`src/hw/smpc_pkg.sv`:
```
package smpc_pkg;

	typedef logic [7:0] byte_t;
	typedef logic [6:0] reg_addr_t;      // {A[6:1], 1'b1}
	typedef logic [4:0] oreg_addr_t;

	typedef enum logic [2:0] {
		IDLE,
		WAIT,
		CMD_HNIB,
		CMD_LNIB,
		CMD_UNKNOWN,
		INTBACK_STAT,
		EXEC,
		END
	} cmd_state_t;

	// Host register map
	localparam reg_addr_t ADDR_IREG0      = 7'h01;
	localparam reg_addr_t ADDR_IREG1      = 7'h03;
	localparam reg_addr_t ADDR_IREG2      = 7'h05;
	localparam reg_addr_t ADDR_IREG3      = 7'h07;
	localparam reg_addr_t ADDR_IREG4      = 7'h09;
	localparam reg_addr_t ADDR_IREG5      = 7'h0B;
	localparam reg_addr_t ADDR_IREG6      = 7'h0D;
	localparam reg_addr_t ADDR_COMREG     = 7'h1F;
	localparam reg_addr_t ADDR_OREG_FIRST = 7'h21;
	localparam reg_addr_t ADDR_OREG_LAST  = 7'h5F;
	localparam reg_addr_t ADDR_SR         = 7'h61;
	localparam reg_addr_t ADDR_SF         = 7'h63;

	localparam byte_t CMD_SSHON   = 8'h02;
	localparam byte_t CMD_SSHOFF  = 8'h03;
	localparam byte_t CMD_SNDON   = 8'h06;
	localparam byte_t CMD_SNDOFF  = 8'h07;
	localparam byte_t CMD_CDON    = 8'h08;
	localparam byte_t CMD_CDOFF   = 8'h09;
	localparam byte_t CMD_INTBACK = 8'h10;
	localparam byte_t CMD_SETTIME = 8'h16;
	localparam byte_t CMD_RESENAB = 8'h19;
	localparam byte_t CMD_RESDISA = 8'h1A;

	localparam oreg_addr_t OREG_CMD_ECHO = 5'd31;

	// Sequencer wait times in clock cycles, scaled down
	localparam logic [7:0] WAIT_DECODE  = 8'd20;
	localparam logic [7:0] WAIT_NIBBLE  = 8'd6;
	localparam logic [7:0] WAIT_EXEC    = 8'd10;
	localparam logic [7:0] WAIT_UNKNOWN = 8'd24;
	localparam logic [7:0] STAT_STEP    = 8'd12;    // Gap between status bytes

	localparam int RTC_TICK_CYCLES = 2000;       // One calendar second

	localparam byte_t SR_STATUS = 8'h4F;

endpackage

```
`src/hw/smpc_bus_regs.sv`:
```
`timescale 1ns/1ns
module smpc_bus_regs (
	input  logic                 CLK,
	input  logic                 RST_N,
	input  logic [5:0]           a,
	input  smpc_pkg::byte_t      di,
	input  logic                 cs_n,
	input  logic                 rw_n,
	input  logic                 sf_clear,
	input  smpc_pkg::byte_t      sr,
	input  smpc_pkg::byte_t      oreg_q,
	output smpc_pkg::byte_t      do_data,
	output logic                 cmd_valid,
	output smpc_pkg::byte_t      cmd_byte,
	output smpc_pkg::byte_t      ireg0,
	output smpc_pkg::byte_t      ireg1,
	output smpc_pkg::byte_t      ireg2,
	output smpc_pkg::byte_t      ireg3,
	output smpc_pkg::byte_t      ireg4,
	output smpc_pkg::byte_t      ireg5,
	output smpc_pkg::byte_t      ireg6,
	output smpc_pkg::oreg_addr_t oreg_raddr
);
	import smpc_pkg::*;

	logic [5:0] a_s;
	byte_t      di_s;
	logic       cs_n_s;
	logic       cs_n_d;
	logic       rw_n_s;
	logic       rw_n_d;
	logic       wr_edge;
	logic       rd_edge;
	reg_addr_t  addr;
	logic [5:0] oreg_off;
	byte_t      io_buf;     // Last byte written by the host
	logic       sf;

	assign addr       = {a_s, 1'b1};
	assign wr_edge    = !rw_n_s && rw_n_d && !cs_n_s;
	assign rd_edge    = !cs_n_s && cs_n_d && rw_n_s;
	assign oreg_off   = a_s - 6'h10;     // OREG0 sits at 0x21
	assign oreg_raddr = oreg_off[4:0];

	always_ff @(posedge CLK) begin
		a_s  <= a;
		di_s <= di;
	end

	always_ff @(posedge CLK or negedge RST_N) begin
		if (!RST_N) begin
			cs_n_s    <= 1'b1;
			cs_n_d    <= 1'b1;
			rw_n_s    <= 1'b1;
			rw_n_d    <= 1'b1;
			cmd_valid <= 1'b0;
			cmd_byte  <= '0;
			ireg0     <= '0;
			ireg1     <= '0;
			ireg2     <= '0;
			ireg3     <= '0;
			ireg4     <= '0;
			ireg5     <= '0;
			ireg6     <= '0;
			io_buf    <= '0;
			sf        <= 1'b0;
			do_data   <= '0;
		end else begin
			cs_n_s    <= cs_n;
			cs_n_d    <= cs_n_s;
			rw_n_s    <= rw_n;
			rw_n_d    <= rw_n_s;
			cmd_valid <= 1'b0;
			if (sf_clear)
				sf <= 1'b0;
			if (wr_edge) begin
				io_buf <= di_s;
				case (addr)
					ADDR_IREG0: ireg0 <= di_s;
					ADDR_IREG1: ireg1 <= di_s;
					ADDR_IREG2: ireg2 <= di_s;
					ADDR_IREG3: ireg3 <= di_s;
					ADDR_IREG4: ireg4 <= di_s;
					ADDR_IREG5: ireg5 <= di_s;
					ADDR_IREG6: ireg6 <= di_s;
					ADDR_COMREG: begin
						cmd_byte  <= di_s;   // Overwrites a pending command
						cmd_valid <= 1'b1;
					end
					ADDR_SF: sf <= 1'b1;
					default: ;
				endcase
			end
			if (rd_edge) begin
				if (addr >= ADDR_OREG_FIRST && addr <= ADDR_OREG_LAST)
					do_data <= oreg_q;
				else begin
					case (addr)
						ADDR_SR: do_data <= sr;
						ADDR_SF: do_data <= {io_buf[7:1], sf};
						default: do_data <= io_buf;
					endcase
				end
			end
		end
	end

endmodule

```
`src/hw/smpc_cmd_seq.sv`:
```
`timescale 1ns/1ns
module smpc_cmd_seq (
	input  logic                 CLK,
	input  logic                 RST_N,
	input  logic                 cmd_valid,
	input  smpc_pkg::byte_t      cmd_byte,
	input  smpc_pkg::byte_t      ireg0,
	input  smpc_pkg::byte_t      ireg1,
	input  smpc_pkg::byte_t      ireg2,
	input  smpc_pkg::byte_t      ireg3,
	input  smpc_pkg::byte_t      ireg4,
	input  smpc_pkg::byte_t      ireg5,
	input  smpc_pkg::byte_t      ireg6,
	input  smpc_pkg::byte_t      year_hi,
	input  smpc_pkg::byte_t      year_lo,
	input  smpc_pkg::byte_t      month,
	input  smpc_pkg::byte_t      days,
	input  smpc_pkg::byte_t      hour,
	input  smpc_pkg::byte_t      min,
	input  smpc_pkg::byte_t      sec,
	output logic                 sf_clear,
	output smpc_pkg::byte_t      sr,
	output logic                 oreg_we,
	output smpc_pkg::oreg_addr_t oreg_wa,
	output smpc_pkg::byte_t      oreg_wd,
	output logic                 time_load,
	output logic                 SSHRES_N,
	output logic                 SNDRES_N,
	output logic                 CDRES_N,
	output logic                 MIRQ_N
);
	import smpc_pkg::*;

	cmd_state_t state;
	cmd_state_t ret_state;     // Where WAIT goes when the count runs out
	byte_t      command;
	logic [7:0] wait_cnt;
	logic [3:0] stat_idx;
	logic       pending;
	logic       resd;
	logic       ste;
	byte_t      stat_byte;
	logic       time_ok;

	function automatic logic bcd_ok(input byte_t v);
		return (v[7:4] <= 4'd9) && (v[3:0] <= 4'd9);
	endfunction

	// SETTIME is ignored unless every field is a legal BCD value
	assign time_ok = bcd_ok(ireg0) && bcd_ok(ireg1) && bcd_ok(ireg3) && bcd_ok(ireg4) &&
		bcd_ok(ireg5) && bcd_ok(ireg6) && ireg2[3:0] != 4'd0 && ireg2[3:0] <= 4'd12;

	always_comb begin
		case (stat_idx[2:0])
			3'd0: stat_byte = {ste, resd, 6'b000000};
			3'd1: stat_byte = year_hi;
			3'd2: stat_byte = year_lo;
			3'd3: stat_byte = month;
			3'd4: stat_byte = days;
			3'd5: stat_byte = hour;
			3'd6: stat_byte = min;
			default: stat_byte = sec;
		endcase
	end

	always_ff @(posedge CLK or negedge RST_N) begin
		if (!RST_N) begin
			state     <= IDLE;
			ret_state <= IDLE;
			command   <= '0;
			wait_cnt  <= '0;
			stat_idx  <= '0;
			pending   <= 1'b0;
			resd      <= 1'b1;
			ste       <= 1'b0;
			sr        <= '0;
			sf_clear  <= 1'b0;
			oreg_we   <= 1'b0;
			oreg_wa   <= '0;
			oreg_wd   <= '0;
			time_load <= 1'b0;
			SSHRES_N  <= 1'b0;
			SNDRES_N  <= 1'b0;
			CDRES_N   <= 1'b1;
			MIRQ_N    <= 1'b1;
		end else begin
			sf_clear  <= 1'b0;
			oreg_we   <= 1'b0;
			time_load <= 1'b0;
			MIRQ_N    <= 1'b1;
			case (state)
				IDLE: begin
					if (pending) begin
						pending   <= 1'b0;
						command   <= cmd_byte;
						wait_cnt  <= (cmd_byte[7:5] == 3'b000) ? WAIT_DECODE : WAIT_UNKNOWN;
						ret_state <= (cmd_byte[7:5] == 3'b000) ? CMD_HNIB : CMD_UNKNOWN;
						state     <= WAIT;
					end
				end
				WAIT: begin
					if (wait_cnt == 8'd0)
						state <= ret_state;
					else
						wait_cnt <= wait_cnt - 8'd1;
				end
				CMD_HNIB: begin
					oreg_we   <= 1'b1;
					oreg_wa   <= OREG_CMD_ECHO;
					oreg_wd   <= {command[7:4], 4'h0};
					wait_cnt  <= WAIT_NIBBLE;
					ret_state <= CMD_LNIB;
					state     <= WAIT;
				end
				CMD_LNIB: begin
					oreg_we <= 1'b1;
					oreg_wa <= OREG_CMD_ECHO;
					oreg_wd <= command;
					if (command == CMD_INTBACK) begin
						wait_cnt <= STAT_STEP;
						stat_idx <= '0;
						state    <= ireg0[0] ? INTBACK_STAT : END;
					end else begin
						wait_cnt  <= WAIT_EXEC;
						ret_state <= EXEC;
						state     <= WAIT;
					end
				end
				CMD_UNKNOWN: state <= END;
				INTBACK_STAT: begin
					if (wait_cnt != 8'd0)
						wait_cnt <= wait_cnt - 8'd1;
					else begin
						wait_cnt <= STAT_STEP;
						stat_idx <= stat_idx + 4'd1;
						if (stat_idx < 4'd8) begin
							oreg_we <= 1'b1;     // OREG0 status, OREG1-7 calendar
							oreg_wa <= {2'b00, stat_idx[2:0]};
							oreg_wd <= stat_byte;
						end else if (stat_idx == 4'd8)
							sr <= SR_STATUS;
						else begin
							MIRQ_N <= 1'b0;
							state  <= END;
						end
					end
				end
				EXEC: begin
					case (command)
						CMD_SSHON:  SSHRES_N <= 1'b1;
						CMD_SSHOFF: SSHRES_N <= 1'b0;
						CMD_SNDON:  SNDRES_N <= 1'b1;
						CMD_SNDOFF: SNDRES_N <= 1'b0;
						CMD_CDON:   CDRES_N  <= 1'b1;
						CMD_CDOFF:  CDRES_N  <= 1'b0;
						CMD_SETTIME: begin
							if (time_ok) begin
								ste       <= 1'b1;
								time_load <= 1'b1;
							end
						end
						CMD_RESENAB: resd <= 1'b0;
						CMD_RESDISA: resd <= 1'b1;
						default: ;
					endcase
					state <= END;
				end
				END: begin
					sf_clear <= 1'b1;
					state    <= IDLE;
				end
				default: state <= IDLE;
			endcase
			if (cmd_valid)
				pending <= 1'b1;     // Taken at the next IDLE
		end
	end

endmodule

```
`src/hw/smpc_oreg_ram.sv`:
```
`timescale 1ns/1ns
module smpc_oreg_ram (
	input  logic                 CLK,
	input  logic                 we,
	input  smpc_pkg::oreg_addr_t wa,
	input  smpc_pkg::byte_t      wd,
	input  smpc_pkg::oreg_addr_t ra,
	output smpc_pkg::byte_t      q
);
	import smpc_pkg::*;

	byte_t mem [32];

	always_ff @(posedge CLK) begin
		if (we)
			mem[wa] <= wd;
	end

	assign q = mem[ra];     // Host read path is combinational

endmodule

```
`src/hw/smpc_rtc.sv`:
```
`timescale 1ns/1ns
module smpc_rtc (
	input  logic            CLK,
	input  logic            RST_N,
	input  logic            time_load,
	input  smpc_pkg::byte_t ireg0,
	input  smpc_pkg::byte_t ireg1,
	input  smpc_pkg::byte_t ireg2,
	input  smpc_pkg::byte_t ireg3,
	input  smpc_pkg::byte_t ireg4,
	input  smpc_pkg::byte_t ireg5,
	input  smpc_pkg::byte_t ireg6,
	output smpc_pkg::byte_t year_hi,
	output smpc_pkg::byte_t year_lo,
	output smpc_pkg::byte_t month,
	output smpc_pkg::byte_t days,
	output smpc_pkg::byte_t hour,
	output smpc_pkg::byte_t min,
	output smpc_pkg::byte_t sec
);
	import smpc_pkg::*;

	logic [10:0] div_cnt;
	logic        tick;
	logic        min_clk;
	logic        hour_clk;
	logic        days_clk;
	logic        month_clk;
	logic        year_clk;
	logic        last_day;

	function automatic byte_t bcd_inc(input byte_t v);
		if (v[3:0] == 4'd9)
			return {v[7:4] + 4'd1, 4'd0};
		return {v[7:4], v[3:0] + 4'd1};
	endfunction

	assign tick = (div_cnt == 11'(RTC_TICK_CYCLES - 1));

	always_comb begin
		case (month[3:0])     // Month is a plain binary nibble, 1 to 12
			4'd2: last_day = (days == 8'h28);
			4'd4, 4'd6, 4'd9, 4'd11: last_day = (days == 8'h30);
			default: last_day = (days == 8'h31);
		endcase
	end

	always_ff @(posedge CLK or negedge RST_N) begin
		if (!RST_N) begin
			div_cnt <= '0;
			{min_clk, hour_clk, days_clk, month_clk, year_clk} <= '0;
			sec     <= 8'h00;
			min     <= 8'h00;
			hour    <= 8'h00;
			days    <= 8'h01;
			month   <= 8'h01;
			year_hi <= 8'h20;
			year_lo <= 8'h24;
		end else if (time_load) begin
			div_cnt <= '0;
			{min_clk, hour_clk, days_clk, month_clk, year_clk} <= '0;
			sec     <= ireg6;
			min     <= ireg5;
			hour    <= ireg4;
			days    <= ireg3;
			month   <= ireg2;     // Day of week and month
			year_hi <= ireg0;
			year_lo <= ireg1;
		end else begin
			div_cnt <= tick ? 11'd0 : div_cnt + 11'd1;
			{min_clk, hour_clk, days_clk, month_clk, year_clk} <= '0;
			// Carry moves up one field per cycle
			if (tick) begin
				if (sec == 8'h59) begin
					sec     <= 8'h00;
					min_clk <= 1'b1;
				end else
					sec <= bcd_inc(sec);
			end
			if (min_clk) begin
				if (min == 8'h59) begin
					min      <= 8'h00;
					hour_clk <= 1'b1;
				end else
					min <= bcd_inc(min);
			end
			if (hour_clk) begin
				if (hour == 8'h23) begin
					hour     <= 8'h00;
					days_clk <= 1'b1;
				end else
					hour <= bcd_inc(hour);
			end
			if (days_clk) begin
				if (last_day) begin
					days      <= 8'h01;
					month_clk <= 1'b1;
				end else
					days <= bcd_inc(days);
			end
			if (month_clk) begin
				if (month[3:0] == 4'd12) begin
					month[3:0] <= 4'd1;
					year_clk   <= 1'b1;
				end else
					month[3:0] <= month[3:0] + 4'd1;
			end
			if (year_clk) begin
				if (year_lo == 8'h99) begin
					year_lo <= 8'h00;
					year_hi <= (year_hi == 8'h99) ? 8'h00 : bcd_inc(year_hi);
				end else
					year_lo <= bcd_inc(year_lo);
			end
		end
	end

endmodule

```
`src/hw/smpc_top.sv`:
```
`timescale 1ns/1ns
module smpc_top (
	input  logic            CLK,
	input  logic            RST_N,
	input  logic [6:1]      A,
	input  smpc_pkg::byte_t DI,
	output smpc_pkg::byte_t DO,
	input  logic            CS_N,
	input  logic            RW_N,
	output logic            SSHRES_N,
	output logic            SNDRES_N,
	output logic            CDRES_N,
	output logic            MIRQ_N
);
	import smpc_pkg::*;

	logic       cmd_valid;
	logic       sf_clear;
	logic       oreg_we;
	logic       time_load;
	byte_t      cmd_byte;
	byte_t      sr;
	byte_t      oreg_q;
	byte_t      oreg_wd;
	byte_t      ireg0, ireg1, ireg2, ireg3, ireg4, ireg5, ireg6;
	byte_t      year_hi, year_lo, month, days, hour, min, sec;
	oreg_addr_t oreg_raddr;
	oreg_addr_t oreg_wa;

	smpc_bus_regs smpc_bus_regs_inst (
		.*,
		.a       (A),
		.di      (DI),
		.cs_n    (CS_N),
		.rw_n    (RW_N),
		.do_data (DO)
	);

	smpc_cmd_seq smpc_cmd_seq_inst (.*);

	smpc_rtc smpc_rtc_inst (.*);

	smpc_oreg_ram smpc_oreg_ram_inst (
		.CLK (CLK),
		.we  (oreg_we),
		.wa  (oreg_wa),
		.wd  (oreg_wd),
		.ra  (oreg_raddr),
		.q   (oreg_q)
	);

endmodule

```
`config.mk`:
```
export PLATFORM = sky130hd
export DESIGN_NAME = smpc_top
export DESIGN_NICKNAME = d
export VERILOG_FILES = /design/src/hw/smpc_pkg.sv /design/src/hw/smpc_bus_regs.sv /design/src/hw/smpc_cmd_seq.sv /design/src/hw/smpc_oreg_ram.sv /design/src/hw/smpc_rtc.sv /design/src/hw/smpc_top.sv
export SDC_FILE = /design/constraint.sdc
export NUM_CORES = 1
export LEC_CHECK = 0
export BUFFER_PORTS_ARGS = -buffer_cell sky130_fd_sc_hd__buf_2
export CORE_MARGIN = 8
export CORE_UTILIZATION = 45
export DETAILED_ROUTE_END_ITERATION = 10
export HOLD_SLACK_MARGIN = 0.03
export MAX_ROUTING_LAYER = met4
export PLACE_DENSITY = 0.61
export SLEW_MARGIN = 20
export SYNTH_ARGS = -nofsm -noshare
export SYNTH_HDL_FRONTEND = slang
export SYNTH_SLANG_ARGS = --single-unit
export TNS_END_PERCENT = 50
```
`constraint.sdc`:
```
create_clock -name CLK -period 2.9 [get_ports CLK]
set_input_delay 0.29 -clock CLK [delete_from_list [all_inputs] [get_ports CLK]]
set_output_delay 0.29 -clock CLK [all_outputs]
set_load 0.01 [all_outputs]
```
* Yosys cells after proc, flatten, opt, wreduce, memory -nomap -nowiden
Memory sizes are Yosys's and may differ from the RTL's.
Index checks and enable logic that the tools add are counted.
** Word-level totals
- Register bits :: 222
- Latch bits :: 0
- Bits in writable memories :: 256
- ROM bits :: 0
- Input port bits :: 18
- Logic and storage cells :: 366
- Memories kept :: 1
** Memory list
- smpc_oreg_ram_inst.mem :: words 32, width 8, read ports 1, clocked after memory_dff 0, wr ports 1, RTL line smpc_oreg_ram.sv:12 : byte_t mem [32];
** Operators by class
- Add/sub/neg operators :: 17
- Multiply operators :: 0
- Div/mod/pow operators :: 0
- $lt $le $gt $ge :: 16
- Equal/unequal tests :: 63
- Shift operators :: 0
- Multiplexer cells :: 130
- Bitwise gates (word level) :: 2
- Reduce and logical (&&, ||, !) cells :: 81
** Operator list (number)
- $mux W8 :: 37
- $mux W1 :: 58
- $add A4 B1 Y4 const B :: 14
- $pmux W8 S7 :: 1
- $le A4 B4 Y1 const B :: 13
- $eq A4 B4 Y1 const B :: 10
- $pmux W8 S5 :: 1
- $reduce_and A2 Y1 :: 19
- $eq A8 B5 Y1 const B :: 4
- $eq A8 B6 Y1 const B :: 4
- $mux W3 :: 10
- $reduce_bool A2 Y1 :: 14
- $mux W4 :: 6
- $pmux W8 S3 :: 1
- $reduce_bool A3 Y1 :: 8
- $mux W11 :: 2
- $eq A3 B3 Y1 const B :: 7
- $pmux W3 S7 :: 1
- $reduce_and A3 Y1 :: 7
- $eq A6 B3 Y1 const B :: 3
- $logic_and A1 B1 Y1 :: 18
- $eq A8 B2 Y1 const B :: 2
- $eq A8 B3 Y1 const B :: 2
- $eq A8 B4 Y1 const B :: 2
- other kinds (38) :: 65

* Logic depth before layout (Yosys ltp)
- Word-level depth :: 12
- Mapped depth :: 9
- Depth with buffers taken out :: 7

* Hierarchy
A second synthesis with hierarchy kept.
** Second synthesis, totals
- Cells, all modules :: 1440
- Area total of the unflattened synthesis :: 21052.7 µm²
** Modules (own cells, without submodules)
- smpc_oreg_ram :: instances 1, cells an instance 409, area each 9893.2 µm², sequential area each 7687.4 µm²
- smpc_rtc :: instances 1, cells an instance 447, area each 4139.0 µm², sequential area each 1808.0 µm²
- smpc_bus_regs :: instances 1, cells an instance 257, area each 3928.8 µm², sequential area each 2437.3 µm²
- smpc_cmd_seq :: instances 1, cells an instance 327, area each 3091.7 µm², sequential area each 1229.9 µm²

* Worst setup path before layout
OpenSTA, ideal clock, no wires.
- Kind :: reg2reg
- Start :: register smpc_cmd_seq_inst.stat_idx[0]
- End :: register smpc_cmd_seq_inst.oreg_wd[4]
- Setup time :: 125 ps
- Arrival :: 1944 ps
- Setup slack :: 832 ps
- Stages on the path, launching flop included :: 9
- Path buffers :: 2
- Cells stage by stage :: dfrtp_1 -> inv_1 -> ha_1 -> clkbuf_1 -> clkbuf_1 -> a32o_1 -> a2111oi_0 -> nor2_1 -> mux2_2
** On the way
- Longest elaborated chain between the ends :: 5
** Ends and longest elaborated chain
- start: declaration :: RTL line smpc_cmd_seq.sv:38 : logic [3:0] stat_idx;
- start signal: assignment :: RTL line smpc_cmd_seq.sv:135 : stat_idx <= stat_idx + 4'd1;
- $eq A3 B3 Y1, or another cell as far along :: RTL line smpc_cmd_seq.sv:54 : case (stat_idx[2:0])
- $pmux W8 S7 :: RTL line smpc_cmd_seq.sv:54
- $mux W8 :: RTL line smpc_cmd_seq.sv:136 : if (stat_idx < 4'd8) begin
- $mux W8 :: RTL line smpc_cmd_seq.sv:131 : if (wait_cnt != 8'd0)
- $pmux W8 S3 :: RTL line smpc_cmd_seq.sv:91 : case (state)
- end signal: assignment :: RTL line smpc_cmd_seq.sv:110 : oreg_wd <= {command[7:4], 4'h0};
- end signal: assignment :: RTL line smpc_cmd_seq.sv:118 : oreg_wd <= command;
- end signal: assignment :: RTL line smpc_cmd_seq.sv:139 : oreg_wd <= stat_byte;
- end: declaration :: RTL line smpc_cmd_seq.sv:25 : output smpc_pkg::byte_t oreg_wd,
Several ways; a longest one is shown, not always the timed one. The select of a mux whose other input is x is not followed.
A chain may end at the register's enable or synchronous reset.

* Worst setup path in the final report
Ends and elaborated chain as after synthesis.

==> impl_metrics.ini <==
[die]
dieWidth_um = 203
coreArea_um2 = 34500
die_h_um = 203
die_area_um2 = 41200
std_cell_rows = 68
pin_count = 30
start_util_pct = 45.7

[placement]
gp_congestion = 0.839
portBuffers = 29
hpwl_um = 25500
place_ws_ns = 0.459

[clocking]
clk_path_buf_depth = 3
cts_resized = 0
cts-root-buf = clkbuf_16
clk_pin_slew_ns = 0.06
clkSinkCount = 349
insertion_delay_ns = 0.54
cts_made_buffers = 38
cts_tree = built
post_cts_buffers = 0
h-tree-depth = 2

[worst_setup_path]
arrival_ns = 2.84
reg2reg_from = smpc_cmd_seq_inst.stat_idx[0]
r2r-end = smpc_cmd_seq_inst.oreg_wd[4]
reg2reg_slack_ns = 0.47
crit_end = smpc_cmd_seq_inst.oreg_wd[4]
worst_ep_required_time_ns = 3.31
cp_max_fo = 18
setup.worst_path.class = reg2reg
start_kind = flip-flop
endpoint_kind = flip-flop
rr_worst_depth = 7
cp-startpoint = smpc_cmd_seq_inst.stat_idx[0]

[final_layout]
seqCellArea_um2 = 9320
regMostFlops = smpc_oreg_ram_inst.mem
fill_cells = 2970
final_cell_mix = dfrtp_1, edfxtp_1, mux2_2
diodes = 0
largest_reg_flops = 128
fin_nets = 1325
final_common_cell = dfrtp_1
reg_top3 = smpc_oreg_ram_inst.mem: 128 flops, smpc_rtc_inst.div_cnt: 11 flops
drive_gt1_share_pct = 21.1
multiInputGateArea_um2 = 6000
area_delta_synth_final_pct = 13.6

[sta]
holdWs_ns = 0.259
tightest_slew_ns = 0.845
slew_headroom_pct = 43.4
clock.fmax_ghz = 0.411
tns_ns = 0
clock_skew_ns = 0.0311
layout_min_cycle_time_ns = 2.43
fin_ws_ns = 0.467
hold_viol = 0
final_max_slew_viol_count = 0
finalSetupViolations = 0
grt_setup_unrepaired = false
fin_crit_sh_pct = 83.9

[detailed_routing]
drt_pass1_iterations = 6
postRouteAntennaNets = 0
via_per_inst = 5.86
wl_per_cell_um = 21.6
vias = 10300
drt_iter0_drc = 846
post-route-drc-count = 0
drt_wl_total_um = 38100

[run]
max_cap_violations = 0

[global_routing]
grt_first_pass_wirelength_um = 60600
grt.overflow.total = 0
grt_pass1_vias = 10400
grt_max_degree = 98
gr-usage-all-layers_pct = 19.2
antenna_found_initial = 0

[logic_synthesis]
synth-seq-cells = 349
synth-seq-area-share_pct = 59.2
synth_cell_types = 88
synth_top_area_share_pct = 31.0
synth_edf_count = 128
synthTopCellsByArea = dfrtp_1, edfxtp_1, mux2_2
avgSynthCellArea_um2 = 12.9
synth_top_cell_by_area = dfrtp_1
synth_ff_type = dfrtp_1
yosys_warnings = 0
synth_cells = 1220
synth-async-reset-ratio_pct = 59.3
syn_nets = 1267
synthesis.area_um2 = 15700

[pwr]
peakVddDrop_mv = 0.463
powerDensity_nw_per_um2 = 615
total_power_uw = 11000
p_leak_uw = 0.00754

[min_path]
hp-class = in2async

[run_status]
status = finished clean
metal layers:
layer / global-route usage [%] / up-vias / wire (um)
met5: - / - / 0
met4: 6.22 / 0 / 1090
met3: 2.71 / 76 / 2000
met2: 29.5 / 303 / 17700
met1: 26.1 / 5236 / 17200
li1: - / 4724 / -
critical path: stages, from the launching register on:
cell and delay [ns]:
dfrtp_1 0.45, inv_1 0.11, ha_1 0.42, a222oi_1 0.40
o21ai_0 0.12, a2111oi_0 0.47, nor2_1 0.07, mux2_2 0.27
cell families after synthesis:
logic type      count (synthesis)  synth area share, %
mux                           136                 12.1
fa+ha+maj                      29                 2.31
xor+xnor                       19                 1.06
compound gates                262                 11.3
flops                         349                 59.2
simple gates                  330                 11.4
buf+inv                        95                 2.66
how the worst min path moves through the flow:
stage                from                        endpoint  slack [ns]  depth (start not counted)
finish              RST_N     smpc_bus_regs_inst.ireg4[2]        0.26                          2
global route        RST_N     smpc_bus_regs_inst.ireg4[2]        0.30                          2
CTS                 RST_N     smpc_bus_regs_inst.ireg4[2]        0.26                          2
detailed placement  RST_N     smpc_bus_regs_inst.ireg4[0]        0.22                          1
global placement    RST_N     smpc_bus_regs_inst.ireg4[0]        0.21                          1
floorplan           RST_N  smpc_bus_regs_inst.cmd_byte[0]      -0.006                          0
per-stage QoR:
stage | instances | instance area, um^2 | utilization (%)
floorplan | 1220 | 15700 | -
global placement | 1676 | 16400 | 47.7
detailed placement | 1676 | 16400 | 47.7
CTS | 1763 | 17900 | 51.9
global route | 1763 | 17900 | 51.9
finish | 1763 | 17900 | 51.9
report_power, final:
group,internal [uW],leakage (uW),switching (uW)
Sequential,5250,0.00437,203
Clock,2940,0.000608,1960
Combinational,278,0.00256,362
Total,8470,0.00754,2520
cell usage after synthesis, types with 15 or more instances:
| master | count |
|---|---|
| dfrtp_1 | 195 |
| edfxtp_1 | 128 |
| mux2_2 | 96 |
| nand2_1 | 79 |
| o21ai_0 | 78 |
| nor2_1 | 72 |
| a21oi_1 | 64 |
| inv_1 | 38 |
| clkbuf_1 | 34 |
| nand3_1 | 31 |
| ha_1 | 29 |
| mux4_2 | 28 |
| nor3_1 | 27 |
| nand2b_1 | 17 |
| xnor2_1 | 16 |
| a221o_1 | 15 |
| nor2b_1 | 15 |
final cells by class:
| type | instances | area share, % |
|---|---|---|
| Clock buffer | 53 | 5.75 |
| Inverter | 39 | 0.819 |
| Timing Repair Buffer | 74 | 3.21 |
| Tap cell | 455 | 3.19 |
| Clock inverter | 17 | 1.30 |
| Sequential cell | 349 | 52.2 |
| Multi-Input combinational cell | 776 | 33.6 |
repair_timing:
item / 4_1_cts / 5_1_grt
hold buffers: 17 / 0
endpoints found under the setup margin: 0 / 0
hold endpoints to repair: 58 / 0
(Power assumes the default switching activity.)
